$ cat src/common/processorci_pkg.sv
package processorci_pkg;

  // Short UART bit time for simulation
  localparam int CLKS_PER_BIT = 8;
  localparam int UART_CNT_W   = $clog2(CLKS_PER_BIT);

  // Memory geometry
  localparam int MEM_WORDS   = 1024;
  localparam int MEM_AW      = 10;
  localparam int MEM_SEL_BIT = 16; // Set selects data memory

  localparam logic [7:0] REPLY_ACK = 8'h06;
  localparam logic [7:0] REPLY_NAK = 8'h15;

  // Core side req/gnt/rvalid
  typedef struct packed {
    logic        req;
    logic        we;
    logic [31:0] addr;  // Byte address
    logic [31:0] wdata;
  } core_req_t;

  typedef struct packed {
    logic        gnt;
    logic        rvalid;
    logic [31:0] rdata;
  } core_rsp_t;

  // Wishbone classic
  typedef struct packed {
    logic        cyc;
    logic        stb;
    logic        we;
    logic [31:0] adr;
    logic [31:0] dat;
  } wb_req_t;

  typedef struct packed {
    logic        ack;
    logic [31:0] dat;
  } wb_rsp_t;

  typedef struct packed {
    logic              valid;
    logic              we;
    logic [MEM_AW-1:0] addr; // Word address
    logic [31:0]       wdata;
  } host_mem_req_t;

  typedef enum logic [7:0] {
    CMD_WRITE = 8'h57,
    CMD_READ  = 8'h52,
    CMD_RUN   = 8'h53,
    CMD_HALT  = 8'h48
  } host_cmd_e;

  typedef enum logic [2:0] {
    WAIT_OP,
    GET_ADDR,
    GET_DATA,
    MEM_ACCESS,
    MEM_READ,
    SEND_REPLY
  } cmd_state_e;

  typedef enum logic [1:0] {
    IDLE,
    BUS,
    DONE
  } bridge_state_e;

endpackage
$ cat src/controller/host_cmd.sv
`timescale 1ns/1ps

module host_cmd (
  input  logic                          clk,
  input  logic                          rst_i,
  input  logic [7:0]                    rx_byte_i,
  input  logic                          rx_valid_i,
  output logic [7:0]                    tx_byte_o,
  output logic                          tx_valid_o,
  input  logic                          tx_ready_i,
  output processorci_pkg::host_mem_req_t imem_req_o,
  output processorci_pkg::host_mem_req_t dmem_req_o,
  input  logic [31:0]                   imem_rdata_i,
  input  logic [31:0]                   dmem_rdata_i,
  output logic                          core_rst_o
);
  import processorci_pkg::*;

  cmd_state_e    state_q;
  host_cmd_e     op_q;
  logic [31:0]   addr_q;
  logic [31:0]   wdata_q;
  logic [31:0]   reply_q;     // Sent low byte first
  logic [1:0]    byte_cnt_q;
  logic [2:0]    reply_cnt_q;
  logic          core_rst_q;
  logic          sel_dmem;
  host_mem_req_t mem_req;

  assign sel_dmem = addr_q[MEM_SEL_BIT];

  always_ff @(posedge clk) begin
    if (rst_i) begin
      state_q     <= WAIT_OP;
      byte_cnt_q  <= '0;
      reply_cnt_q <= '0;
      core_rst_q  <= 1'b1; // Core held until RUN
    end else begin
      case (state_q)
        WAIT_OP: begin
          if (rx_valid_i) begin
            op_q       <= host_cmd_e'(rx_byte_i);
            byte_cnt_q <= '0;
            case (host_cmd_e'(rx_byte_i))
              CMD_WRITE, CMD_READ: state_q <= GET_ADDR;
              CMD_RUN, CMD_HALT: begin
                core_rst_q  <= (host_cmd_e'(rx_byte_i) == CMD_HALT);
                reply_q     <= {24'b0, REPLY_ACK};
                reply_cnt_q <= 3'd1;
                state_q     <= SEND_REPLY;
              end
              default: begin
                reply_q     <= {24'b0, REPLY_NAK};
                reply_cnt_q <= 3'd1;
                state_q     <= SEND_REPLY;
              end
            endcase
          end
        end
        GET_ADDR: begin
          if (rx_valid_i) begin
            addr_q     <= {rx_byte_i, addr_q[31:8]}; // Little-endian
            byte_cnt_q <= byte_cnt_q + 1'b1;
            if (byte_cnt_q == 2'd3) begin
              state_q <= (op_q == CMD_WRITE) ? GET_DATA : MEM_ACCESS;
            end
          end
        end
        GET_DATA: begin
          if (rx_valid_i) begin
            wdata_q    <= {rx_byte_i, wdata_q[31:8]};
            byte_cnt_q <= byte_cnt_q + 1'b1;
            if (byte_cnt_q == 2'd3) state_q <= MEM_ACCESS;
          end
        end
        MEM_ACCESS: begin
          if (op_q == CMD_WRITE) begin
            reply_q     <= {24'b0, REPLY_ACK};
            reply_cnt_q <= 3'd1;
            state_q     <= SEND_REPLY;
          end else begin
            state_q <= MEM_READ;
          end
        end
        MEM_READ: begin
          reply_q     <= sel_dmem ? dmem_rdata_i : imem_rdata_i;
          reply_cnt_q <= 3'd4;
          state_q     <= SEND_REPLY;
        end
        SEND_REPLY: begin
          if (tx_ready_i) begin
            reply_q     <= {8'b0, reply_q[31:8]};
            reply_cnt_q <= reply_cnt_q - 1'b1;
            if (reply_cnt_q == 3'd1) state_q <= WAIT_OP;
          end
        end
        default: state_q <= WAIT_OP;
      endcase
    end
  end

  // One access per command steered by the select bit
  always_comb begin
    mem_req.valid = (state_q == MEM_ACCESS);
    mem_req.we    = (op_q == CMD_WRITE);
    mem_req.addr  = addr_q[MEM_AW+1:2];
    mem_req.wdata = wdata_q;
    imem_req_o       = mem_req;
    dmem_req_o       = mem_req;
    imem_req_o.valid = mem_req.valid && !sel_dmem;
    dmem_req_o.valid = mem_req.valid && sel_dmem;
  end

  assign tx_byte_o  = reply_q[7:0];
  assign tx_valid_o = (state_q == SEND_REPLY);
  assign core_rst_o = core_rst_q;

endmodule

$ cat config.mk
export PLATFORM = sky130hd
export DESIGN_NAME = host_cmd
export DESIGN_NICKNAME = d
export VERILOG_FILES = /design/src/common/processorci_pkg.sv /design/src/controller/host_cmd.sv
export SDC_FILE = /design/constraint.sdc
export NUM_CORES = 1
export LEC_CHECK = 0
export BUFFER_PORTS_ARGS = -buffer_cell sky130_fd_sc_hd__buf_4
export CAP_MARGIN = 20
export CORE_ASPECT_RATIO = 1.2
export CORE_MARGIN = 4
export CORE_UTILIZATION = 50
export CTS_BUF_LIST = sky130_fd_sc_hd__clkbuf_16
export DETAILED_ROUTE_END_ITERATION = 6
export PLACE_DENSITY_LB_ADDON = 0.08
export SKIP_CTS_REPAIR_TIMING = 1
export SLEW_MARGIN = 20
export SYNTH_ARGS = -nofsm -noshare
export SYNTH_HDL_FRONTEND = slang
export SYNTH_SLANG_ARGS = --single-unit
$ cat constraint.sdc
create_clock -name clk -period 3.9 [get_ports clk]
set_input_delay 0.195 -clock clk [delete_from_list [all_inputs] [get_ports clk]]
set_output_delay 0.195 -clock clk [all_outputs]
set_load 0.005 [all_outputs]
==> out/results.tsv <==
metric	value	unit
outcome	complete, no violations	
Crit path arrival time	2.46	ns
1st-pass router iterations	4	
share of cells above drive strength 1	41.2	%
DP Worst Slack	1.44	ns
first-pass GRT wire length	14700	um
Setup crit start kind	flip-flop	
cell taking the most area after synthesis	edfxtp_1	
DIE AREA	11700	um^2
Psw	656	uW
CP max stage cell	dfxtp_1	
top cell type's share of synthesized area	61.1	%
Worst EP required	3.87	ns
worst hold slack	0.0819	ns
pwr/cell area	443	nW/um^2
routed len/inst	15.0	um
delay-heaviest family, CP	simple AND/OR/NAND/NOR gates	
Slew Limit Headroom	39.6	%
RSZ-0062 raised after global routing	no	
worst hold-check path type	primary input to flip-flop	
diode count	0	
crit path kind	flip-flop to flip-flop	
Post-Syn Area	5010	um^2
Via Count	3137	
crit-path max FO	32	
synthesized net count	463	
Final period util	63.8	%
multi-input logic area	1230	um^2
CTS Buffer Depth	2	
synth unique cells	42	
num ports	174	
Pint	2.13	mW
maximum clock rate	0.402	GHz
largest net degree at the start of global routing	49	
synth-to-layout area growth	25.8	%
Mapped Cells	384	
CTS tree	built	
clk_lat worst skew	0.34	ns
Fillers	772	
DRT antenna net count	0	
cells taking the most area after synthesis	edfxtp_1, buf_4, mux2i_1, nor2_1, dfxtp_1	
num rows	39	
Clock Sinks	111	
Routed WL	9320	um
leakage dissipation	2.55	nW
Initial Util	51.9	%
crit path capture type	flip-flop	
Sw Ratio	23.5	%
asr flop ratio synth	0	%
Clock Power Share	35.2	%
DIE HEIGHT	118	um
maximum VDD drop	0.284	mV
most frequent cell after synthesis	edfxtp_1	
combinational share of power	13.7	%
FF+latch area	3240	um^2
Cell Chain, Critical Path	nand2_1, nor2_2, a2bb2oi_2, or2_4, nor2_4	
total power	2.79	mW
# H-tree levels	3	
drt via density	5.05	
initial DRC count	156	
average size of a mapped cell	13.0	um^2
maximum capacitance violations	0	
synth cell count leaders	edfxtp_1, buf_4, nor2_1	
Final #Nets	572	
Final min period	2.49	ns
setup violators final	0	
post-synthesis register bit count	111	
Synth Flop Type	edfxtp_1	
Reg clk slew, reported paths	0.07	ns
DRC	0	
sequential power share	51.1	%
core area	9660	um^2
CP max stage delay	0.68	ns
total track usage	15.7	%
Synth Warn #	0	
vias in the first global route	3008	
Slew @ Worst Pin	0.906	ns
final worst slack	1.41	ns
total gr overflow	0	
chip width	99.4	um
final slew viol count	0	
total negative setup slack	0	ns
CTS buffer count	9	
clock root cell	clkbuf_16	
Post-synth EDFFs	102	
GP Congestion	0.765	
placed wire-length estimate	6810	um
Bufs and invs on worst path	0	
final hold vios	0	
Worst Skew	0.00983	ns
initial antenna violation count	0	
# port buffers	173	
sequential area share after synthesis	64.7	%
placed cells by master (no fill, tap or decap), types with 4 or more instances in the layout:
master     netlist  routed
buf_4           62     178
edfxtp_1       102     102
nor2_1          53      52
mux2i_1         32      32
a21oi_1         30      30
nand2_1          9       9
clkbuf_16        0       9
dfxtp_1          9       8
o21ai_0          7       7
nand2b_1         6       6
inv_1            4       5
nor3_1           6       4
nand3_1          4       4
worst paths after layout:
kind / from / endpoint / slack [ns] / cells after the start
setup reg to reg: state_q[1]$_SDFFE_PP0P_ / reply_q[0]$_DFFE_PP_ / 1.41 / 5
hold / removal: rx_byte_i[5] / wdata_q[29]$_DFFE_PP_ / 0.08 / 1
setup / recovery: state_q[1]$_SDFFE_PP0P_ / reply_q[0]$_DFFE_PP_ / 1.41 / 5
hold reg to reg: addr_q[13]$_DFFE_PP_ / addr_q[5]$_DFFE_PP_ / 0.42 / 0
routing by layer:
layer  GRT usage, %  vias to the layer above  part of all wire (%)
li1               -                     1546                     -
met5              0                        -                     0
met1           19.8                     1471                    41
met3           2.96                       13                   6.2
met4           5.81                        0                   1.5
met2           26.6                      107                    51
registers in the layout, indices dropped and copies added (netlist names):
signal,flops
byte_cnt_q,2
op_q,8
core_rst_o,1
reply_q,32
addr_q,30
state_q,3
reply_cnt_q,3
wdata_q,32
cell type report:
cell class	count	area share [%]
flip-flops and latches	111	51.5
clock inverters	7	1.61
repair buffers	178	21.2
multi-input cells	189	19.5
inverters	4	0.238
well taps	123	2.44
clock buffers	9	3.57
kinds of logic (layout without fill, tap and decap cells):
kind of cell / count (synthesis) / count (layout) / share of synthesized area (%)
flops: 111 / 111 / 64.7
simple gates: 100 / 100 / 10.2
buf+inv: 84 / 198 / 11.1
compound gates: 49 / 49 / 5.74
mux: 35 / 35 / 7.07
fa+ha+maj: 3 / 3 / 0.749
xor+xnor: 2 / 2 / 0.350
power by group through the flow:
stage                     sequential [mW]  combinational [mW]  clock (mW)
after floorplan                      1.43               0.285           0
after global placement               1.45               0.377           0
after detailed placement             1.45               0.383           0
after CTS                            1.43               0.385        1.00
after global routing                 1.44               0.426        1.05
final                                1.43               0.383       0.981
per-stage QoR:
| step | util, % | cells | instance area [um^2] |
|---|---|---|---|
| after floorplan | - | 384 | 5010 |
| after global placement | 61.9 | 605 | 5980 |
| after detailed placement | 61.9 | 605 | 5980 |
| after CTS | 65.2 | 621 | 6300 |
| after global routing | 65.2 | 621 | 6300 |
| final | 65.2 | 621 | 6300 |
Power figures use the tool's default switching activity.
