==> src/common/processorci_pkg.sv <==
package processorci_pkg;

  // Short UART bit time for simulation
  localparam int CLKS_PER_BIT = 8;
  localparam int UART_CNT_W   = $clog2(CLKS_PER_BIT);

  // Memory geometry
  localparam int MEM_WORDS   = 1024;
  localparam int MEM_AW      = 10;
  localparam int MEM_SEL_BIT = 16; // Set selects data memory

  localparam logic [7:0] REPLY_ACK = 8'h06;
  localparam logic [7:0] REPLY_NAK = 8'h15;

  // Core side req/gnt/rvalid
  typedef struct packed {
    logic        req;
    logic        we;
    logic [31:0] addr;  // Byte address
    logic [31:0] wdata;
  } core_req_t;

  typedef struct packed {
    logic        gnt;
    logic        rvalid;
    logic [31:0] rdata;
  } core_rsp_t;

  // Wishbone classic
  typedef struct packed {
    logic        cyc;
    logic        stb;
    logic        we;
    logic [31:0] adr;
    logic [31:0] dat;
  } wb_req_t;

  typedef struct packed {
    logic        ack;
    logic [31:0] dat;
  } wb_rsp_t;

  typedef struct packed {
    logic              valid;
    logic              we;
    logic [MEM_AW-1:0] addr; // Word address
    logic [31:0]       wdata;
  } host_mem_req_t;

  typedef enum logic [7:0] {
    CMD_WRITE = 8'h57,
    CMD_READ  = 8'h52,
    CMD_RUN   = 8'h53,
    CMD_HALT  = 8'h48
  } host_cmd_e;

  typedef enum logic [2:0] {
    WAIT_OP,
    GET_ADDR,
    GET_DATA,
    MEM_ACCESS,
    MEM_READ,
    SEND_REPLY
  } cmd_state_e;

  typedef enum logic [1:0] {
    IDLE,
    BUS,
    DONE
  } bridge_state_e;

endpackage
==> src/design/core_bridge.sv <==
`timescale 1ns/1ps

module core_bridge (
  input  logic                       clk,
  input  logic                       rst_i,
  input  processorci_pkg::core_req_t core_req_i,
  output processorci_pkg::core_rsp_t core_rsp_o,
  output processorci_pkg::wb_req_t   wb_req_o,
  input  processorci_pkg::wb_rsp_t   wb_rsp_i
);
  import processorci_pkg::*;

  bridge_state_e state_q;
  logic          we_q;
  logic [31:0]   addr_q;
  logic [31:0]   wdata_q;
  logic [31:0]   rdata_q;
  logic          take;

  assign take = (state_q == IDLE) && core_req_i.req; // Grant only when idle

  always_ff @(posedge clk) begin
    if (rst_i) begin
      state_q <= IDLE;
    end else begin
      case (state_q)
        IDLE:    if (take) state_q <= BUS;
        BUS:     if (wb_rsp_i.ack) state_q <= DONE;
        DONE:    state_q <= IDLE;
        default: state_q <= IDLE;
      endcase
    end
  end

  always_ff @(posedge clk) begin
    if (take) begin
      we_q    <= core_req_i.we;
      addr_q  <= core_req_i.addr;
      wdata_q <= core_req_i.wdata;
    end
    if (state_q == BUS && wb_rsp_i.ack) rdata_q <= wb_rsp_i.dat;
  end

  assign core_rsp_o.gnt    = take;
  assign core_rsp_o.rvalid = (state_q == DONE);
  assign core_rsp_o.rdata  = rdata_q;

  assign wb_req_o.cyc = (state_q == BUS);
  assign wb_req_o.stb = (state_q == BUS);
  assign wb_req_o.we  = we_q;
  assign wb_req_o.adr = addr_q;
  assign wb_req_o.dat = wdata_q;

endmodule

==> config.mk <==
export PLATFORM = sky130hd
export DESIGN_NAME = core_bridge
export DESIGN_NICKNAME = d
export VERILOG_FILES = /design/src/common/processorci_pkg.sv /design/src/design/core_bridge.sv
export SDC_FILE = /design/constraint.sdc
export NUM_CORES = 1
export LEC_CHECK = 0
export BUFFER_PORTS_ARGS = -buffer_cell sky130_fd_sc_hd__buf_2
export CAP_MARGIN = 20
export CORE_UTILIZATION = 30
export DETAILED_ROUTE_END_ITERATION = 10
export PLACE_DENSITY_LB_ADDON = 0.25
export RECOVER_POWER = 25
export SLEW_MARGIN = 20
export SYNTH_ARGS = -nofsm -noshare
export SYNTH_HDL_FRONTEND = slang
export SYNTH_SLANG_ARGS = --single-unit
==> constraint.sdc <==
create_clock -name clk -period 23.6 [get_ports clk]
set_clock_uncertainty 0.15 [all_clocks]
set_input_delay 3.54 -clock clk [delete_from_list [all_inputs] [get_ports clk]]
set_output_delay 3.54 -clock clk [all_outputs]
set_load 0.005 [all_outputs]
==> results of run 1 <==
worst min-delay path by stage:
stage	start	to	slack [ns]	cells past startpoint
after global routing	state_q[1]	state_q[0]	0.37	1
after detailed placement	state_q[1]	state_q[0]	0.35	1
after CTS	state_q[1]	state_q[0]	0.36	1
after global placement	state_q[1]	state_q[0]	0.33	1
final	state_q[1]	state_q[0]	0.36	1
after floorplan	state_q[1]	state_q[0]	0.30	1
area by class of cell:
class / instances / area share
Clock buffer: 11 / 0.03023
Tap cell: 133 / 0.03830
Clock inverter: 4 / 0.004319
Sequential cell: 99 / 0.6795
Multi-Input combinational cell: 7 / 0.01267
Timing Repair Buffer: 203 / 0.2350
kinds of logic (layout without fill, tap and decap cells):
family | after synthesis | count (layout) | share of synthesized area
DFF | 99 | 99 | 0.9760
and+or+nand+nor | 6 | 6 | 0.01323
buffers and inverters | 3 | 218 | 0.007444
AOI/OAI and AO/OA | 1 | 1 | 0.003309
registers in the layout, summed over array words and instances (netlist names):
signal,count
wdata_q,32
we_q,1
state_q,2
addr_q,32
rdata_q,32
per-layer routing:
| layer | vias up | track usage | share of wire |
|---|---|---|---|
| met3 | 13 | 0.06908 | 0.15 |
| met1 | 820 | 0.1163 | 0.38 |
| met2 | 153 | 0.1867 | 0.44 |
| li1 | 854 | - | - |
| met4 | 2 | 0.07582 | 0.025 |
| met5 | - | 0 | 0.0016 |
power by group through the flow:
| stage | clock network (uW) | logic, uW | registers (uW) |
|---|---|---|---|
| floorplan | 0 | 4.72 | 214 |
| global placement | 0 | 25.2 | 211 |
| detailed placement | 0 | 25.5 | 212 |
| CTS | 93.7 | 25.5 | 208 |
| global route | 99.9 | 27.5 | 209 |
| finish | 89.0 | 24.7 | 207 |
synth_stat cells:
cell type  instances  area share
a2111oi_1          1      0.0033
and2b_1            1      0.0025
dfxtp_1            2       0.013
edfxtp_1          97        0.96
and3b_1            1      0.0029
nor2_1             1      0.0012
nor2b_1            2      0.0041
buf_4              3      0.0074
nor3b_1            1      0.0025
per-stage QoR:
stage	hold slack [ns]	worst slack, ns
2_1_floorplan	0.3001	11.07
3_3_place_gp	0.3310	15.77
3_5_place_dp	0.3465	15.77
4_1_cts	0.3596	15.77
5_1_grt	0.3750	15.78
6_report	0.3574	15.86
worst max-delay path, stage by stage:
cell	delay, ns
buf_2	0.08
nor3b_2	0.26
buf_2	0.17
==> results.md, run 1 <==
- Post-route ant nets: 0
- Final Max Slew Viols: 0
- Initial detailed-routing violation count: 26
- Worst Hold Class: reg -> reg
- Post-Syn Nets: 210
- Most frequent cells in the layout: buf_2, edfxtp_1, clkbuf_8, clkinv_2
- Net switching power figure: 66.48 uW
- Crit path to: core_rsp_o[33]
- Final core utilization: 0.4446
- Switching Share: 0.2071
- Clock slew seen by the registers of the worst setup and hold paths: 0.09 ns
- Startpoint types: input port
- Worst Reg-to-Reg Cells: 2
- Slew margin rel.: 0.4692
- Post-CTS setup buffers: 0
- Pre-antenna DRT Iters: 4
- Final nets: 421
- TritonCTS clock tree: built
- Root Driver: clkbuf_8
- GRT overflow: 0
- Layout cell share with drive strength beyond 1: 0.6667
- Setup TNS: 0 ns
- Status: finished clean
- CTS resizes: 0
- DR DRC count: 0
- CP startpoint: core_req_i[65]
- Total power: 321.0 uW
- Tightest Pin Transition: 0.7962 ns
- Clock Latency Late Sink: 0.35 ns
- Max cap viols: 0
- Full die area: 0.01049 sq mm
- Most common cell after layout, fill and taps aside: buf_2
- Static leakage: 0.001841 uW
- Number of global-route vias before repair: 1809
- Core Region: 0.009774 sq mm
- Starting Density: 0.3095
- Fill count: 888
- Cell Area, Synth: 0.003025 sq mm
- Setup-failing EPs final: 0
- Mapped Avg Cell Area: 27.76 sq um
- GRT Total Usage: 0.1173
- Fin. Hold Viols: 0
- Routed vias/inst: 4.031
- Syn Inst Count: 109
- Critical Path AT: 4.05 ns
- I/O pins: 202
- Non-Filler Instances: 457
- Wirelength, routed: 6.353 mm
- Period utilisation layout: 0.3280
- Placed cell count: 442
- Clk pwr share: 0.277
- Final instance area: 0.004345 sq mm
- FF/Latch Area: 0.002953 sq mm
- Reg2Reg Launch Point: state_q[1]
- R2R setup slack: 21.71 ns
- Power Dens Cells: 73.86 mW/mm^2
- Post-synth cell types: 9
- Crit Path Category: in -> out
- Reg2reg end: wdata_q[7]
- Largest fanout on the critical path: 2
- Comb pwr share: 0.077
- Antenna violations before repair: 1
- Worst EP required: 19.91 ns
- Flops & latches, synth: 99
- Largest net degree at the start of global routing: 66
- Die X: 102.4 microns
- I/O Buffers: 201
- First-pass GRT wire length: 8.604 mm
- GPL Wtd Cong: 0.6867
- P&R area growth vs syn: 43.63%
- VDD IR max: 0.02962 mV
- Sequential share of power: 0.646
- H-Tree Depth: 3
- Routed length per instance: 13.90 microns
- RSZ-0062 raised after global routing: no
- FP Rows: 36
- Antenna Cells: 0
- Crit path time final: 7.742 ns
- DP Area: 0.004195 sq mm
- Synth warnings: 0
- Area taken by multi-input logic gates: 55.05 sq um
- Fmax: 129.2 MHz
- Post-CTS Hold Fix Bufs: 0
- Vias: 1842
- CP Capture Type: output pin
- Int Pwr: 254.5 uW
- Clock tree sinks: 99
- Number of buffers created by CTS: 9
- Register area share after synthesis: 0.9760
- Clock buffer depth: 2
- Die H: 102.4 microns
Note: power is estimated with default switching activity, not from simulation.
==> inputs of run 2 (changes only) <==
--- a/config.mk
+++ b/config.mk
@@ -5,6 +5,7 @@
 export SDC_FILE = /design/constraint.sdc
 export NUM_CORES = 1
 export LEC_CHECK = 0
+export ABC_AREA = 1
 export BUFFER_PORTS_ARGS = -buffer_cell sky130_fd_sc_hd__buf_2
 export CAP_MARGIN = 20
 export CORE_UTILIZATION = 30
==> constraint.sdc (replaced) <==
create_clock -name clk -period 7 [get_ports clk]
set_clock_uncertainty 0.15 [all_clocks]
set_input_delay 1.05 -clock clk [delete_from_list [all_inputs] [get_ports clk]]
set_output_delay 1.05 -clock clk [all_outputs]
set_load 0.005 [all_outputs]
==> results.md, run 2 <==
- Register area share after synthesis: 0.9720
- Worst EP required: 5.80 ns
- DR DRC count: 0
- Hold Path End: state_q[0]
- Most common cell after layout, fill and taps aside: buf_2
- FFs w/ async S/R, synth: 0
- GRT Total Usage: 0.1110
- Worst Reg-to-Reg Cells: 4
- Crit Path Category: in -> out
- Post-route ant nets: 0
- Post-synth cell types: 11
- Antenna violations before repair: 1
- Wirelength, routed: 6.113 mm
- Synth cell count leaders: edfxtp_1, inv_1, buf_4, dfxtp_1, nor2_1
- Critical Path Slowest Stage Cell: buf_4
- Layout cell share with drive strength beyond 1: 0.6727
- Reg2Reg Launch Point: state_q[1]
- Largest fanout on the critical path: 66
- Setup TNS: 0 ns
- Most used cell, CP: buf_2
- Die H: 102.6 microns
- H-Tree Depth: 3
- Root Driver: clkbuf_8
- Initial detailed-routing violation count: 26
- Largest net degree at the start of global routing: 67
- Fmax: 299.2 MHz
- Flops & latches, synth: 99
- TritonCTS clock tree: built
- First-pass GRT wire length: 8.266 mm
- Number of global-route vias before repair: 1708
- Slew margin rel.: 0.4634
- Synth warnings: 0
- Most used DFF post-synth: edfxtp_1
- I/O pins: 202
- Status: finished clean
- Clock Latency Late Sink: 0.35 ns
- Post-Syn Nets: 215
- Final core utilization: 0.4498
- Static leakage: 0.001870 uW
- Crit path time final: 3.342 ns
- Routed length per instance: 13.20 microns
- CP peak stage delay: 0.61 ns
- Number of buffers created by CTS: 9
- Final Max Slew Viols: 0
- Clock slew seen by the registers of the worst setup and hold paths: 0.09 ns
- Mapped Avg Cell Area: 26.65 sq um
- Most frequent cells in the layout: buf_2, edfxtp_1, clkbuf_8, inv_1
- Count leader, synth: edfxtp_1
- Final nets: 426
- Clock tree sinks: 99
- Pre-antenna DRT Iters: 3
- P&R area growth vs syn: 44.73%
- CP Capture Type: output pin
- Routed vias/inst: 3.978
- Period utilisation layout: 0.4774
- Post-CTS setup buffers: 0
- Cell-by-cell trace of the critical path: buf_2 -> nand2_2 -> inv_2 -> buf_4 -> buf_2
- Critical Path AT: 2.14 ns
- FP Rows: 36
- RSZ-0062 raised after global routing: no
- Reg2reg end: addr_q[21]
- Vias: 1842
- Die X: 102.6 microns
- Largest area contributor in the netlist: edfxtp_1
- Cell Area, Synth: 0.003038 sq mm
- Full die area: 0.01053 sq mm
- Clock buffer depth: 2
- CTS resizes: 0
- R2R setup slack: 5.26 ns
- GPL Wtd Cong: 0.6714
- Area share of the leading cell type in the synthesized netlist: 0.9588
- Non-Filler Instances: 463
- Tightest Pin Transition: 0.8048 ns
- Core Region: 0.009774 sq mm
- Max cap viols: 0
- HP Start: state_q[0]
- Post-CTS Hold Fix Bufs: 0
- Startpoint types: input port
- VDD IR max: 0.1083 mV
- Power Dens Cells: 257.4 mW/mm^2
- Antenna Cells: 0
- Syn Inst Count: 114
- Post-synth EDFFs: 97
- GRT overflow: 0
- Worst Hold Class: reg -> reg
- Worst hold path depth: 2
- I/O Buffers: 201
- Biggest regs: addr_q x32, rdata_q x32, wdata_q x32
- Fin. Hold Viols: 0
- Starting Density: 0.3108
- Placed cell count: 447
- Setup-failing EPs final: 0
- Cells taking the most area after synthesis: edfxtp_1, dfxtp_1, buf_4, inv_1, nor3_2
- Total power: 1132 uW
==> run 2: worst max path at each step <==
stage                        start        endpoint  slack [ns]  depth (start not counted)
floorplan           core_req_i[65]  core_rsp_o[33]        3.13                          3
global placement    core_req_i[65]  core_rsp_o[33]        3.67                          5
detailed placement  core_req_i[65]  core_rsp_o[33]        3.65                          5
CTS                 core_req_i[65]  core_rsp_o[33]        3.65                          5
global route        core_req_i[65]  core_rsp_o[33]        3.55                          5
finish              core_req_i[65]  core_rsp_o[33]        3.66                          5
==> run 2: report_power, final <==
| group | switching, uW | internal, uW | total (uW) |
|---|---|---|---|
| registers | 7.11 | 690 | 697 |
| logic | 40.7 | 40.8 | 81.5 |
| clock network | 186 | 166 | 353 |
| total | 234 | 897 | 1130 |
==> run 2: per-layer routing <==
metal / track usage / routed length [microns] / up-vias
li1: - / - / 860
met1: 0.1052 / 2161 / 824
met2: 0.1785 / 2833 / 147
met3: 0.07390 / 1020 / 9
met4: 0.06593 / 81 / 2
met5: 0 / 17 / -
==> run 2: layout make-up <==
type | count | area (sq um)
multi-input cells | 8 | 50.05
flip-flops and latches | 99 | 2953
fillers | 884 | 5378
repair buffers | 203 | 1021
clock buffers | 10 | 127.6
clock inverters | 6 | 63.81
inverters | 4 | 15.01
well taps | 133 | 166.4
==> run 2: critical path, delay by kind of cell <==
| kind | cells | cell delay [ns] |
|---|---|---|
| buf+inv | 4 | 0.98 |
| simple gates | 1 | 0.06 |
==> run 2: cells by family after synthesis <==
logic type	after synthesis	share of synthesized area
flops	99	0.9720
simple gates	7	0.01277
buf+inv	7	0.01235
compound gates	1	0.002884
==> run 2: stage by stage <==
stage | setup slack (ns) | area, sq um | hold slack [ns]
6_report | 3.658 | 4397 | 0.3814
5_1_grt | 3.550 | 4397 | 0.4116
4_1_cts | 3.651 | 4397 | 0.3840
3_5_place_dp | 3.652 | 4205 | 0.3701
3_3_place_gp | 3.673 | 4205 | 0.3650
2_1_floorplan | 3.125 | 3038 | 0.3461
==> inputs of run 3 (changes only) <==
==> constraint.sdc (replaced) <==
create_clock -name clk -period 3.3 [get_ports clk]
set_clock_uncertainty 0.15 [all_clocks]
set_input_delay 0.495 -clock clk [delete_from_list [all_inputs] [get_ports clk]]
set_output_delay 0.495 -clock clk [all_outputs]
set_load 0.005 [all_outputs]
==> results.md, run 3 (synthesis results as in run 2) <==
- Status: finished clean
- Core Region: 0.009774 sq mm
- Pre-antenna DRT Iters: 4
- I/O pins: 202
- VDD IR max: 0.2652 mV
- P&R area growth vs syn: 45.22%
- Final instance area: 0.004412 sq mm
- Post-route ant nets: 0
- Routed vias/inst: 3.933
- Max cap viols: 0
- Largest fanout on the critical path: 17
- Critical Path Slowest Stage Cell: dfxtp_1
- Met2 wire length: 2.741 mm
- Clock slew seen by the registers of the worst setup and hold paths: 0.09 ns
- FP Rows: 36
- Most common cell after layout, fill and taps aside: buf_2
- Wire length on met1: 2.328 mm
- Clock tree sinks: 99
- GPL Wtd Cong: 0.6552
- Non-Filler Instances: 463
- Largest delay share family, worst path: buffers and inverters
- Biggest regs: addr_q x32, rdata_q x32, wdata_q x32
- Clk pwr share: 0.313
- Die X: 102.6 microns
- Critical Path AT: 1.38 ns
- H-Tree Depth: 3
- Power Dens Cells: 545.6 mW/mm^2
- Antenna Cells: 0
- Tightest Pin Transition: 0.4012 ns
- Layout cell share with drive strength beyond 1: 0.6788
- Number of buffers created by CTS: 9
- Final worst slack: 1.274 ns
- Vias: 1821
- Full die area: 0.01053 sq mm
- CP Capture Type: output pin
- Worst EP required: 2.65 ns
- DP Area: 0.004218 sq mm
- Final nets: 426
- Post-CTS Hold Fix Bufs: 0
- Int Pwr: 1920 uW
- Most frequent cells in the layout: buf_2, edfxtp_1, clkbuf_8, inv_1, clkinv_2
- Fin. Hold Viols: 0
- Worst Hold Class: in -> reg
- Setup-failing EPs final: 0
- Setup TNS: 0 ns
- Crit path time final: 2.026 ns
- TritonCTS clock tree: built
- Wirelength, routed: 6.233 mm
- Crit path buf inv count: 2
- First-pass GRT wire length: 8.259 mm
- Antenna violations before repair: 1
- Final Max Slew Viols: 0
- Comb pwr share: 0.074
- Crit Path Category: reg -> out
- GRT Total Usage: 0.1139
- Post-CTS setup buffers: 0
- Routed wl met3: 992 microns
- Cell-by-cell trace of the critical path: nor2_2 -> nand2_2 -> inv_2 -> buf_2
- Net switching power figure: 487.4 uW
- Root Driver: clkbuf_8
- Switching Share: 0.2025
- Placed cell count: 447
- CTS resizes: 0
- DR DRC count: 0
- Clock buffer depth: 2
- Die H: 102.6 microns
- Static leakage: 0.001876 uW
- Setup WS pre-CTS: 1.476 ns
- RSZ-0062 raised after global routing: no
- Initial detailed-routing violation count: 25
- DR top layer: met5
- Period utilisation layout: 0.6140
- CP peak stage delay: 0.35 ns
- Fmax: 493.6 MHz
- GRT overflow: 0
- Slew margin rel.: 0.7321
- I/O Buffers: 201
- Startpoint types: flip-flop
- Routed length per instance: 13.46 microns
- Number of global-route vias before repair: 1723
- Sequential share of power: 0.614
- Largest net degree at the start of global routing: 51
- Clock Latency Late Sink: 0.35 ns
- Starting Density: 0.3108
-- run 3: cell types whose count changed in the layout (fill, tap and decap cells not counted) --
cell / before / now
clkinvlp_4: 0 / 1
clkinv_4: 1 / 0
clkinv_1: 2 / 0
clkbuf_8: 9 / 10
buf_4: 2 / 1
buf_12: 0 / 1
clkinv_2: 0 / 3
inv_6: 2 / 0
-- run 3: path summary, 6_finish.rpt --
kind	from	to	slack, ns	depth (start not counted)
min reg2reg	state_q[0]	state_q[0]	0.38	2
max reg2reg	state_q[0]	wdata_q[14]	1.66	4
max	state_q[0]	core_rsp_o[33]	1.27	4
min	wb_rsp_i[17]	rdata_q[17]	0.16	1
-- run 3: final cells by class --
class,count,area (sq um)
fill,861,5363
sequential,99,2953
timing repair buffer,203,1033
tap,133,166.4
clock buffer,11,141.4
clock inverter,5,52.55
multi-input combinational,8,50.05
inverter,4,15.01
-- run 3: worst register-to-register path: cells and delay by family, from the launching register on --
kind / cells / cell delay, ns
and+or+nand+nor: 2 / 0.17
buffers and inverters: 2 / 0.62
DFF: 1 / 0.35
-- run 3: routing by layer --
layer / up-vias / track usage
li1: 862 / -
met4: 2 / 0.07912
met5: - / 0
met2: 149 / 0.1708
met3: 13 / 0.07119
met1: 795 / 0.1172
-- run 3: per-stage QoR --
step	power (uW)	util	hold slack, ns
after floorplan	1557	-	0.3461
final	2407	0.4514	0.1584
after CTS	2448	0.4514	0.1380
after global routing	2519	0.4514	0.1206
after global placement	1686	0.4315	0.3708
after detailed placement	1689	0.4315	0.3733
-- run 3: power groups by stage --
stage / logic, uW / clock network (uW) / registers, uW
after global routing: 198 / 836 / 1490
after detailed placement: 182 / 0 / 1510
after CTS: 181 / 787 / 1480
after global placement: 180 / 0 / 1510
after floorplan: 34.0 / 0 / 1520
final: 177 / 753 / 1480
