$ cat config.mk
export PLATFORM = sky130hd
export DESIGN_NAME = uart_link
export DESIGN_NICKNAME = d
export VERILOG_FILES = /design/src/common/processorci_pkg.sv /design/src/controller/uart_link.sv
export SDC_FILE = /design/constraint.sdc
export NUM_CORES = 1
export LEC_CHECK = 0
export ABC_AREA = 1
export BUFFER_PORTS_ARGS = -buffer_cell sky130_fd_sc_hd__clkbuf_2
export CAP_MARGIN = 30
export CORE_MARGIN = 4
export CORE_UTILIZATION = 48
export CTS_BUF_LIST = sky130_fd_sc_hd__clkbuf_4
export CTS_CLUSTER_DIAMETER = 120
export DETAILED_ROUTE_END_ITERATION = 7
export MAX_ROUTING_LAYER = met4
export PLACE_DENSITY = 0.8
export SKIP_LAST_GASP = 1
export SLEW_MARGIN = 40
export SYNTH_ARGS = -nofsm -noshare
export SYNTH_HDL_FRONTEND = slang
export SYNTH_SLANG_ARGS = --single-unit
$ cat constraint.sdc
create_clock -name clk -period 1.45 [get_ports clk]
set_clock_uncertainty 0.05 [all_clocks]
set_input_delay 0.0725 -clock clk [delete_from_list [all_inputs] [get_ports clk]]
set_output_delay 0.0725 -clock clk [all_outputs]
set_load 0.05 [all_outputs]
$ cat src/common/processorci_pkg.sv
package processorci_pkg;

  // Short UART bit time for simulation
  localparam int CLKS_PER_BIT = 8;
  localparam int UART_CNT_W   = $clog2(CLKS_PER_BIT);

  // Memory geometry
  localparam int MEM_WORDS   = 1024;
  localparam int MEM_AW      = 10;
  localparam int MEM_SEL_BIT = 16; // Set selects data memory

  localparam logic [7:0] REPLY_ACK = 8'h06;
  localparam logic [7:0] REPLY_NAK = 8'h15;

  // Core side req/gnt/rvalid
  typedef struct packed {
    logic        req;
    logic        we;
    logic [31:0] addr;  // Byte address
    logic [31:0] wdata;
  } core_req_t;

  typedef struct packed {
    logic        gnt;
    logic        rvalid;
    logic [31:0] rdata;
  } core_rsp_t;

  // Wishbone classic
  typedef struct packed {
    logic        cyc;
    logic        stb;
    logic        we;
    logic [31:0] adr;
    logic [31:0] dat;
  } wb_req_t;

  typedef struct packed {
    logic        ack;
    logic [31:0] dat;
  } wb_rsp_t;

  typedef struct packed {
    logic              valid;
    logic              we;
    logic [MEM_AW-1:0] addr; // Word address
    logic [31:0]       wdata;
  } host_mem_req_t;

  typedef enum logic [7:0] {
    CMD_WRITE = 8'h57,
    CMD_READ  = 8'h52,
    CMD_RUN   = 8'h53,
    CMD_HALT  = 8'h48
  } host_cmd_e;

  typedef enum logic [2:0] {
    WAIT_OP,
    GET_ADDR,
    GET_DATA,
    MEM_ACCESS,
    MEM_READ,
    SEND_REPLY
  } cmd_state_e;

  typedef enum logic [1:0] {
    IDLE,
    BUS,
    DONE
  } bridge_state_e;

endpackage
$ cat src/controller/uart_link.sv
`timescale 1ns/1ps

module uart_link (
  input  logic       clk,
  input  logic       rst_i,
  input  logic       rx_i,
  output logic       tx_o,
  output logic [7:0] rx_byte_o,
  output logic       rx_valid_o,
  input  logic [7:0] tx_byte_i,
  input  logic       tx_valid_i,
  output logic       tx_ready_o
);
  import processorci_pkg::*;

  typedef enum logic [1:0] {
    RX_IDLE,
    RX_START,
    RX_DATA,
    RX_STOP
  } rx_state_e;

  rx_state_e             rx_state_q;
  logic [1:0]            rx_sync_q;  // Bit 1 is the synchronised line
  logic [UART_CNT_W-1:0] rx_cnt_q;
  logic [2:0]            rx_bit_q;
  logic [7:0]            rx_shift_q;
  logic                  rx_valid_q;

  logic [9:0]            tx_shift_q; // Stop, data, start
  logic [3:0]            tx_bits_q;  // Bits left on the line
  logic [UART_CNT_W-1:0] tx_cnt_q;

  always_ff @(posedge clk) begin
    if (rst_i) begin
      rx_sync_q  <= 2'b11;
      rx_state_q <= RX_IDLE;
      rx_cnt_q   <= '0;
      rx_bit_q   <= '0;
      rx_valid_q <= 1'b0;
    end else begin
      rx_sync_q  <= {rx_sync_q[0], rx_i};
      rx_valid_q <= 1'b0;
      case (rx_state_q)
        RX_IDLE: begin
          rx_cnt_q <= '0;
          if (!rx_sync_q[1]) rx_state_q <= RX_START;
        end
        RX_START: begin
          if (rx_cnt_q == UART_CNT_W'(CLKS_PER_BIT / 2 - 1)) begin
            rx_cnt_q   <= '0;
            rx_bit_q   <= '0;
            rx_state_q <= rx_sync_q[1] ? RX_IDLE : RX_DATA; // Back to idle on a glitch
          end else begin
            rx_cnt_q <= rx_cnt_q + 1'b1;
          end
        end
        RX_DATA: begin
          if (rx_cnt_q == UART_CNT_W'(CLKS_PER_BIT - 1)) begin
            rx_cnt_q   <= '0;
            rx_shift_q <= {rx_sync_q[1], rx_shift_q[7:1]}; // LSB first
            rx_bit_q   <= rx_bit_q + 1'b1;
            if (rx_bit_q == 3'd7) rx_state_q <= RX_STOP;
          end else begin
            rx_cnt_q <= rx_cnt_q + 1'b1;
          end
        end
        RX_STOP: begin
          if (rx_cnt_q == UART_CNT_W'(CLKS_PER_BIT - 1)) begin
            rx_state_q <= RX_IDLE;
            rx_valid_q <= rx_sync_q[1]; // Drop frames with a bad stop bit
          end else begin
            rx_cnt_q <= rx_cnt_q + 1'b1;
          end
        end
        default: rx_state_q <= RX_IDLE;
      endcase
    end
  end

  assign rx_byte_o  = rx_shift_q;
  assign rx_valid_o = rx_valid_q;

  assign tx_ready_o = (tx_bits_q == 4'd0);
  assign tx_o       = tx_shift_q[0];

  always_ff @(posedge clk) begin
    if (rst_i) begin
      tx_shift_q <= '1;
      tx_bits_q  <= '0;
      tx_cnt_q   <= '0;
    end else if (tx_valid_i && tx_ready_o) begin
      tx_shift_q <= {1'b1, tx_byte_i, 1'b0};
      tx_bits_q  <= 4'd10;
      tx_cnt_q   <= '0;
    end else if (tx_bits_q != 4'd0) begin
      if (tx_cnt_q == UART_CNT_W'(CLKS_PER_BIT - 1)) begin
        tx_cnt_q   <= '0;
        tx_shift_q <= {1'b1, tx_shift_q[9:1]}; // Idle high once drained
        tx_bits_q  <= tx_bits_q - 1'b1;
      end else begin
        tx_cnt_q <= tx_cnt_q + 1'b1;
      end
    end
  end

endmodule

==> results of run 1 <==
-- layer usage --
metal | global-route usage | share of wire
met2 | 0.280 | 0.50
met1 | 0.200 | 0.44
met4 | 0.0950 | 0.025
met5 | - | 0
met3 | 0.0468 | 0.034
-- layout make-up --
type	instances	area [µm²]	share of cell area
repair buffers	42	309	0.152
clock buffers	5	37.5	0.0185
clock inverters	3	38.8	0.0191
inverters	20	82.6	0.0407
well taps	44	55.1	0.0271
multi-input cells	134	719	0.355
flip-flops and latches	35	786	0.387
-- where the power goes --
group          total, W  internal, W  switching [W]
registers       0.00108      0.00105      0.0000371
clock network  0.000679     0.000354       0.000325
logic          0.000403     0.000173       0.000230
-- worst max-delay path, cell delays in order, from the launching register on --
cell and delay, ns:
dfxtp_2 0.34, inv_2 0.07, ha_4 0.14, nand3_4 0.11, buf_6 0.16, nor2_4 0.14
nand2_1 0.09, nand3_1 0.09, nand3_1 0.07
-- Yosys cell counts, drive strengths merged --
cell	instances
nand2	62
dfxtp	27
nor2	21
inv	19
nand3	18
a21oi	8
edfxtp	8
ha	8
o21ai	7
buf	2
nand3b	2
nand4	2
nor3	2
or2	2
a211oi	1
clkbuf	1
clkinv	1
-- metrics by stage --
stage,power (W),utilization
global placement,0.00143,0.578
CTS,0.00215,0.648
detailed placement,0.00144,0.578
global route,0.00229,0.659
finish,0.00217,0.659
floorplan,0.00135,-
-- worst max path at each step --
stage / depth (start not counted) / end
6_report: 8 / tx_shift_q[6]
3_3_place_gp: 9 / tx_shift_q[6]
5_1_grt: 10 / tx_bits_q[3]
2_1_floorplan: 10 / tx_shift_q[2]
3_5_place_dp: 9 / tx_shift_q[5]
4_1_cts: 8 / tx_shift_q[6]
-- repair_timing --
action	CTS	global route
buffers inserted	2	0
pin swaps	2	1
hold endpoints to repair	13	0
setup endpoints to repair	11	17
gates cloned	0	1
hold buffers	10	0
resized for setup	7	10
-- sequential cells by signal, indices dropped and copies added (netlist names), named ones only --
register    count
rx_bit_q        3
rx_byte_o       8
rx_cnt_q        3
rx_state_q      1
rx_sync_q       2
rx_valid_o      1
tx_bits_q       4
tx_cnt_q        3
tx_shift_q      9
-- logic make-up after synthesis --
group	count (synthesis)	synth area share
buffers and inverters	23	0.0619
adders and majority gates	8	0.0644
DFF	35	0.502
AOI/OAI and AO/OA	16	0.0555
and+or+nand+nor	109	0.316
==> results.cfg, run 1 <==
[outcome]
outcome = finished, final reports clean

[cts]
clkTransAtPathRegs_ns = 0.11
cts-buffers-inserted = 5
clkSinkCount = 35
clock_latency_ns = 0.34
ctsHtreeMaxLevel = 2
cts_root_buf = clkbuf_4
clk_path_buf_depth = 2
tritoncts = yes

[placement]
portBuffers = 22
globalplace.congestion = 0.875
hpwl_um = 2010
place_inst = 263
dp_slack_ns = -0.0337
placed_area_um2 = 1780

[timing]
finalHoldViolCount = 0
slew_violations = 0
slew_headroom = 0.814
setup_tns_ns = 0
period_minus_slack_ns = 1.36
fmax_mhz = 734
fin_crit_sh = 0.940
hold-worst-slack_ns = 0.109
setup_viol = 0
rsz0062_at_grt = yes
layout_setup_ws_ns = 0.0875
worst_pin_slew_ns = 0.280

[cells_and_area]
final_area_um2 = 2030
layout-drive-gt1-share = 0.289
syn2layout_area_growth_pct = 30.4
final_cell_mix = nand2_1, dfxtp_1, clkbuf_2, nand3_1, nor2_1
layout_commonest_cell = nand2_1
nNetsFinal = 258
n_fill_cell = 256
fin_cells = 283
insertedDiodeCount = 0

[synth]
synth_top_area_share = 0.348
avgSynthCellArea_um2 = 8.14
synth_area_leaders = dfxtp_1, edfxtp_1, nand2_1
ys_warn_count = 0
synth_cell_type_count = 25
yosys.area.top_type = dfxtp_1
synth_cells = 191
synthesis.area_um2 = 1560
synth_fp_nets = 211
ys_ff_latch = 35
synth_seq_area_share = 0.502

[drt]
via_count = 1364
firstDrtPassIters = 4
ant_nets = 0
drc_errors = 0
routedWlPerCell_um = 11.2
drtIter0Drc = 109
detail_route.vias_per_cell = 4.82
finalWirelength_um = 3180

[global_routing]
antenna_found_initial = 0
grt_max_degree = 20
grt_usage = 0.175
grt_pass1_vias = 1278
grt_overflow_total = 0
grt_pass1_wl_um = 5440

[power]
p_per_area_nw_per_um2 = 1070
peakVddDrop_mv = 0.816
p_leak_nw = 0.967

[setup_path]
cp_max_fo = 7
r2r_end = tx_shift_q[6]
r2r_slack_ns = 0.09
cp.arrival_ns = 1.54
end_kind = flop
worstSetupStartpointType = flop
r2r_start = tx_bits_q[0]
critPathKind = reg -> reg
crit_start = tx_bits_q[0]
worstPathRequired_ns = 1.63
reg2regPathDepth = 8

[hold_path]
min_from = tx_valid_i
hp-class = in -> reg
min_path_cells = 5
min_to = tx_bits_q[3]

[die]
num_rows = 20
dieArea_um2 = 4210
dieWidth_um = 64.9
die_y_um = 64.9
initial_core_util = 0.505
ioPinCount = 23
core_um2 = 3080

[flow_run]
maxCapViolCount = 0
(Power assumes the default switching activity.)
==> run 2, diff against run 1 <==
Settings changed: ABC_CLOCK_PERIOD_IN_PS set to 1450, CORE_UTILIZATION 48 to 30, PLACE_DENSITY 0.8 to 0.57.
==> results.cfg, run 2 (synthesis gave the netlist of run 1 again) <==
[cts]
cts-buffers-inserted = 5
clk_path_buf_depth = 2
clkTransAtPathRegs_ns = 0.11
clock_latency_ns = 0.32
ctsHtreeMaxLevel = 2
tritoncts = yes
clkSinkCount = 35
cts_root_buf = clkbuf_4

[timing]
finalHoldViolCount = 0
fmax_mhz = 722
setup_viol = 0
layout_setup_ws_ns = 0.0656
slew_violations = 0
worst_pin_slew_ns = 0.277
fin_crit_sh = 0.955
period_minus_slack_ns = 1.38
slew_headroom = 0.816
rsz0062_at_grt = yes
setup_tns_ns = 0

[setup_path]
worstSetupStartpointType = flop
r2r_start = tx_bits_q[1]
reg2regPathDepth = 9
slowest_stage = dfxtp_2
cp_max_fo = 7
crit_start = tx_bits_q[1]
cp.arrival_ns = 1.55
cpPeakStageDelay_ns = 0.33
worstPathRequired_ns = 1.62
crit_chain = inv_2, ha_4, nand3_4, buf_6, nand2_4, nand2_4, buf_4, nand2_1, nand3_1
critPathMostFrequentCell = nand2_4
cp.depth = 9
end_kind = flop
critPathKind = reg -> reg
path_delay_family = simple AND/OR/NAND/NOR gates
crit_buf_inv = 3

[placement]
dp_slack_ns = -0.0296
placed_area_um2 = 1850
globalplace.congestion = 0.750
hpwl_um = 2210
portBuffers = 22

[global_routing]
grt_busiest_layer = met2
grt_pass1_wl_um = 5220
antenna_found_initial = 0
met2_usage = 0.172
use_met1 = 0.130
grt_max_degree = 16
grt_overflow_total = 0
grt_util_met3 = 0.0305
grt_pass1_vias = 1214
grt_usage = 0.108

[hold_path]
hp-class = in -> reg
min_from = tx_byte_i[6]
min_path_cells = 5

[die]
initial_core_util = 0.319
num_rows = 25
dieWidth_um = 80
ioPinCount = 23
core_um2 = 4880
dieArea_um2 = 6400
die_y_um = 80

[drt]
detail_route.vias_per_cell = 4.28
ant_nets = 0
firstDrtPassIters = 4
finalWirelength_um = 3100
drc_errors = 0
drtIter0Drc = 57
via_count = 1335
routedWlPerCell_um = 9.93

[cells_and_area]
final_area_um2 = 2100
layout_commonest_cell = nand2_1
n_fill_cell = 518
nNetsFinal = 264
final_cell_mix = nand2_1, dfxtp_1, clkbuf_2, nand3_1, buf_4
insertedDiodeCount = 0
fin_util = 0.430
max_flop_register = tx_shift_q
largest_reg_flops = 9
syn2layout_area_growth_pct = 34.9
layout-drive-gt1-share = 0.327

[outcome]
outcome = finished, final reports clean

[power]
p_leak_nw = 0.996
p_per_area_nw_per_um2 = 966
peakVddDrop_mv = 0.438

[flow_run]
maxCapViolCount = 0
run 2: cell types whose count changed in the layout (fill, tap and decap cells not counted):
cell / change
nor2_2: -1
bufinv_16: -1
buf_6: +1
nor2_4: +1
dlygate4sd3_1: -3
nand2_1: -1
clkbuf_4: +1
buf_4: +8
buf_12: +1
dfxtp_1: -1
dfxtp_2: +1
run 2: path summary, 6_finish.rpt:
check             slack [ns]            end
hold reg to reg         0.38   rx_sync_q[1]
setup / recovery        0.07  tx_shift_q[4]
setup reg to reg        0.07  tx_shift_q[4]
hold / removal          0.01  tx_shift_q[7]
run 2: through the flow:
stage | std cells | total power [W] | hold slack (ns)
final | 312 | 0.00203 | 0.00972
after global routing | 312 | 0.00218 | 0.0138
after CTS | 307 | 0.00202 | 0.00368
after detailed placement | 290 | 0.00144 | 0.207
after global placement | 290 | 0.00144 | 0.204
after floorplan | 191 | 0.00135 | 0.126
run 2: timing repair:
| item | 4_1_cts | 5_1_grt |
|---|---|---|
| gates resized for setup | 8 | 13 |
| endpoints found under the hold margin | 10 | 0 |
| pin swaps | 2 | 8 |
| endpoints found under the setup margin | 13 | 28 |
| setup buffers | 3 | 5 |
| hold buffers | 7 | 0 |
run 2: power breakdown:
group | internal, W | switching (W) | total [W]
clock network | 0.000201 | 0.000321 | 0.000523
logic | 0.000188 | 0.000232 | 0.000420
registers | 0.00105 | 0.0000359 | 0.00108
run 2: worst min-delay path, delay by kind of cell:
family / cells / cell delay [ns]
buf+inv: 1 / 0.07
simple gates: 4 / 0.21
run 2: area by class of cell:
| cell class | count | area (µm²) | share of cell area |
|---|---|---|---|
| tap | 67 | 83.8 | 0.0400 |
| timing repair buffer | 49 | 370 | 0.177 |
| sequential | 35 | 787 | 0.375 |
| multi-input combinational | 133 | 721 | 0.343 |
| clock inverter | 2 | 8.76 | 0.00417 |
| inverter | 20 | 82.6 | 0.0394 |
| clock buffer | 6 | 45.0 | 0.0215 |
run 2: routing by layer:
| layer | vias to the layer above | share of wire |
|---|---|---|
| met2 | 16 | 0.48 |
| li1 | 723 | - |
| met5 | - | 0 |
| met4 | 0 | 0.014 |
| met3 | 5 | 0.029 |
| met1 | 591 | 0.47 |
==> run 3, diff against run 2 <==
Settings changed: CORE_UTILIZATION 30 to 43, CTS_BUF_LIST sky130_fd_sc_hd__clkbuf_4 to unset, PLACE_DENSITY 0.57 to 0.73, RECOVER_POWER set to 25.
==> results.cfg, run 3 (synthesis gave the netlist of run 1 again) <==
[outcome]
outcome = finished, final reports clean

[cells_and_area]
layout-drive-gt1-share = 0.288
insertedDiodeCount = 0
final_area_um2 = 2020
layout_commonest_cell = nand2_1
syn2layout_area_growth_pct = 29.9
n_fill_cell = 320
final_cell_mix = nand2_1, dfxtp_1, clkbuf_2, nand3_1, nor2_1
seq_area_um2 = 785
max_flop_register = tx_shift_q
multiInputGateArea_um2 = 719
nNetsFinal = 259
largest_reg_flops = 9

[hold_path]
min_path_cells = 5
hp-class = in -> reg

[timing]
period_minus_slack_ns = 1.39
slew_violations = 0
fin_crit_sh = 0.958
finalHoldViolCount = 0
hold-worst-slack_ns = 0.0236
slew_headroom = 0.607
rsz0062_at_grt = yes
setup_viol = 0
fmax_mhz = 720
worst_pin_slew_ns = 0.591

[cts]
tritoncts = yes
clkTransAtPathRegs_ns = 0.11
cts-buffers-inserted = 5
clock_latency_ns = 0.34
cts_root_buf = clkbuf_4
clkSinkCount = 35
ctsHtreeMaxLevel = 2
clk_path_buf_depth = 2

[setup_path]
slowest_stage = dfxtp_2
reg2regPathDepth = 10
worstPathRequired_ns = 1.65
critPathKind = reg -> reg
cpPeakStageDelay_ns = 0.35
cp_max_fo = 6
r2r_slack_ns = 0.06
end_kind = flop
worstSetupStartpointType = flop
crit_chain = inv_2, ha_4, nand3_4, buf_6, buf_4, nand3_1, nand2_1, nand3_1, nand2_1, inv_1
cp.arrival_ns = 1.59

[global_routing]
grt_max_degree = 15
antenna_found_initial = 0
grt_pass1_wl_um = 4880
grt_pass1_vias = 1205
grt_usage = 0.144
grt_overflow_total = 0

[drt]
firstDrtPassIters = 6
routedWlPerCell_um = 10.3
via_count = 1354
drtIter0Drc = 66
drc_errors = 0
detail_route.vias_per_cell = 4.73
ant_nets = 0
finalWirelength_um = 2940

[die]
core_um2 = 3420
initial_core_util = 0.455
dieArea_um2 = 4640
die_y_um = 68.1
num_rows = 21
dieWidth_um = 68.1
ioPinCount = 23

[placement]
globalplace.congestion = 0.817
hpwl_um = 2020
portBuffers = 22
placed_area_um2 = 1790

[power]
p_leak_nw = 0.962
p_per_area_nw_per_um2 = 984
peakVddDrop_mv = 0.568

[flow_run]
maxCapViolCount = 0
run 3: power breakdown:
group	switching, W	internal [W]	total [W]	leakage [nW]
Combinational	0.000228	0.000176	0.000404	0.634
Sequential	0.0000371	0.00105	0.00108	0.294
Clock	0.000320	0.000180	0.000501	0.0347
run 3: stage by stage:
step / utilization / power [W] / TNS [ns] / worst slack, ns / std cells
6_report: 0.592 / 0.00199 / 0 / 0.0604 / 286
5_1_grt: 0.592 / 0.00211 / -0.133 / -0.0583 / 286
4_1_cts: 0.581 / 0.00198 / 0 / 0.0152 / 284
3_5_place_dp: 0.525 / 0.00143 / -0.0956 / -0.0238 / 265
3_3_place_gp: 0.525 / 0.00143 / -0.00321 / -0.00321 / 265
2_1_floorplan: - / 0.00135 / 0 / 0.00598 / 191
run 3: worst paths after layout:
kind                     start            end
setup / recovery  tx_bits_q[0]   tx_bits_q[3]
setup reg to reg  tx_bits_q[0]   tx_bits_q[3]
hold reg to reg   rx_sync_q[0]   rx_sync_q[1]
hold / removal    tx_byte_i[5]  tx_shift_q[6]
run 3: layout make-up:
cell class	count	area share
Tap cell	46	0.0285
Clock inverter	3	0.00743
Inverter	20	0.0409
Timing Repair Buffer	43	0.160
Multi-Input combinational cell	134	0.356
Clock buffer	5	0.0186
Sequential cell	35	0.388
run 3: what timing repair did:
action	CTS	global route
resized for setup	7	9
setup buffers	3	1
endpoints found under the setup margin	10	19
pin swaps	2	2
gates cloned	0	1
hold buffers	9	0
endpoints found under the hold margin	12	0
run 3: critical path, delay by kind of cell (launching register included):
kind,cells,cell delay (ns)
DFF,1,0.35
and+or+nand+nor,5,0.41
buffers and inverters,4,0.34
adders and majority gates,1,0.16
run 3: routing by layer:
layer / vias up / share of wire / global-route usage
li1: 716 / - / -
met1: 610 / 0.44 / 0.165
met2: 21 / 0.50 / 0.230
met3: 7 / 0.039 / 0.0394
met4: 0 / 0.019 / 0.0769
met5: - / 0 / -
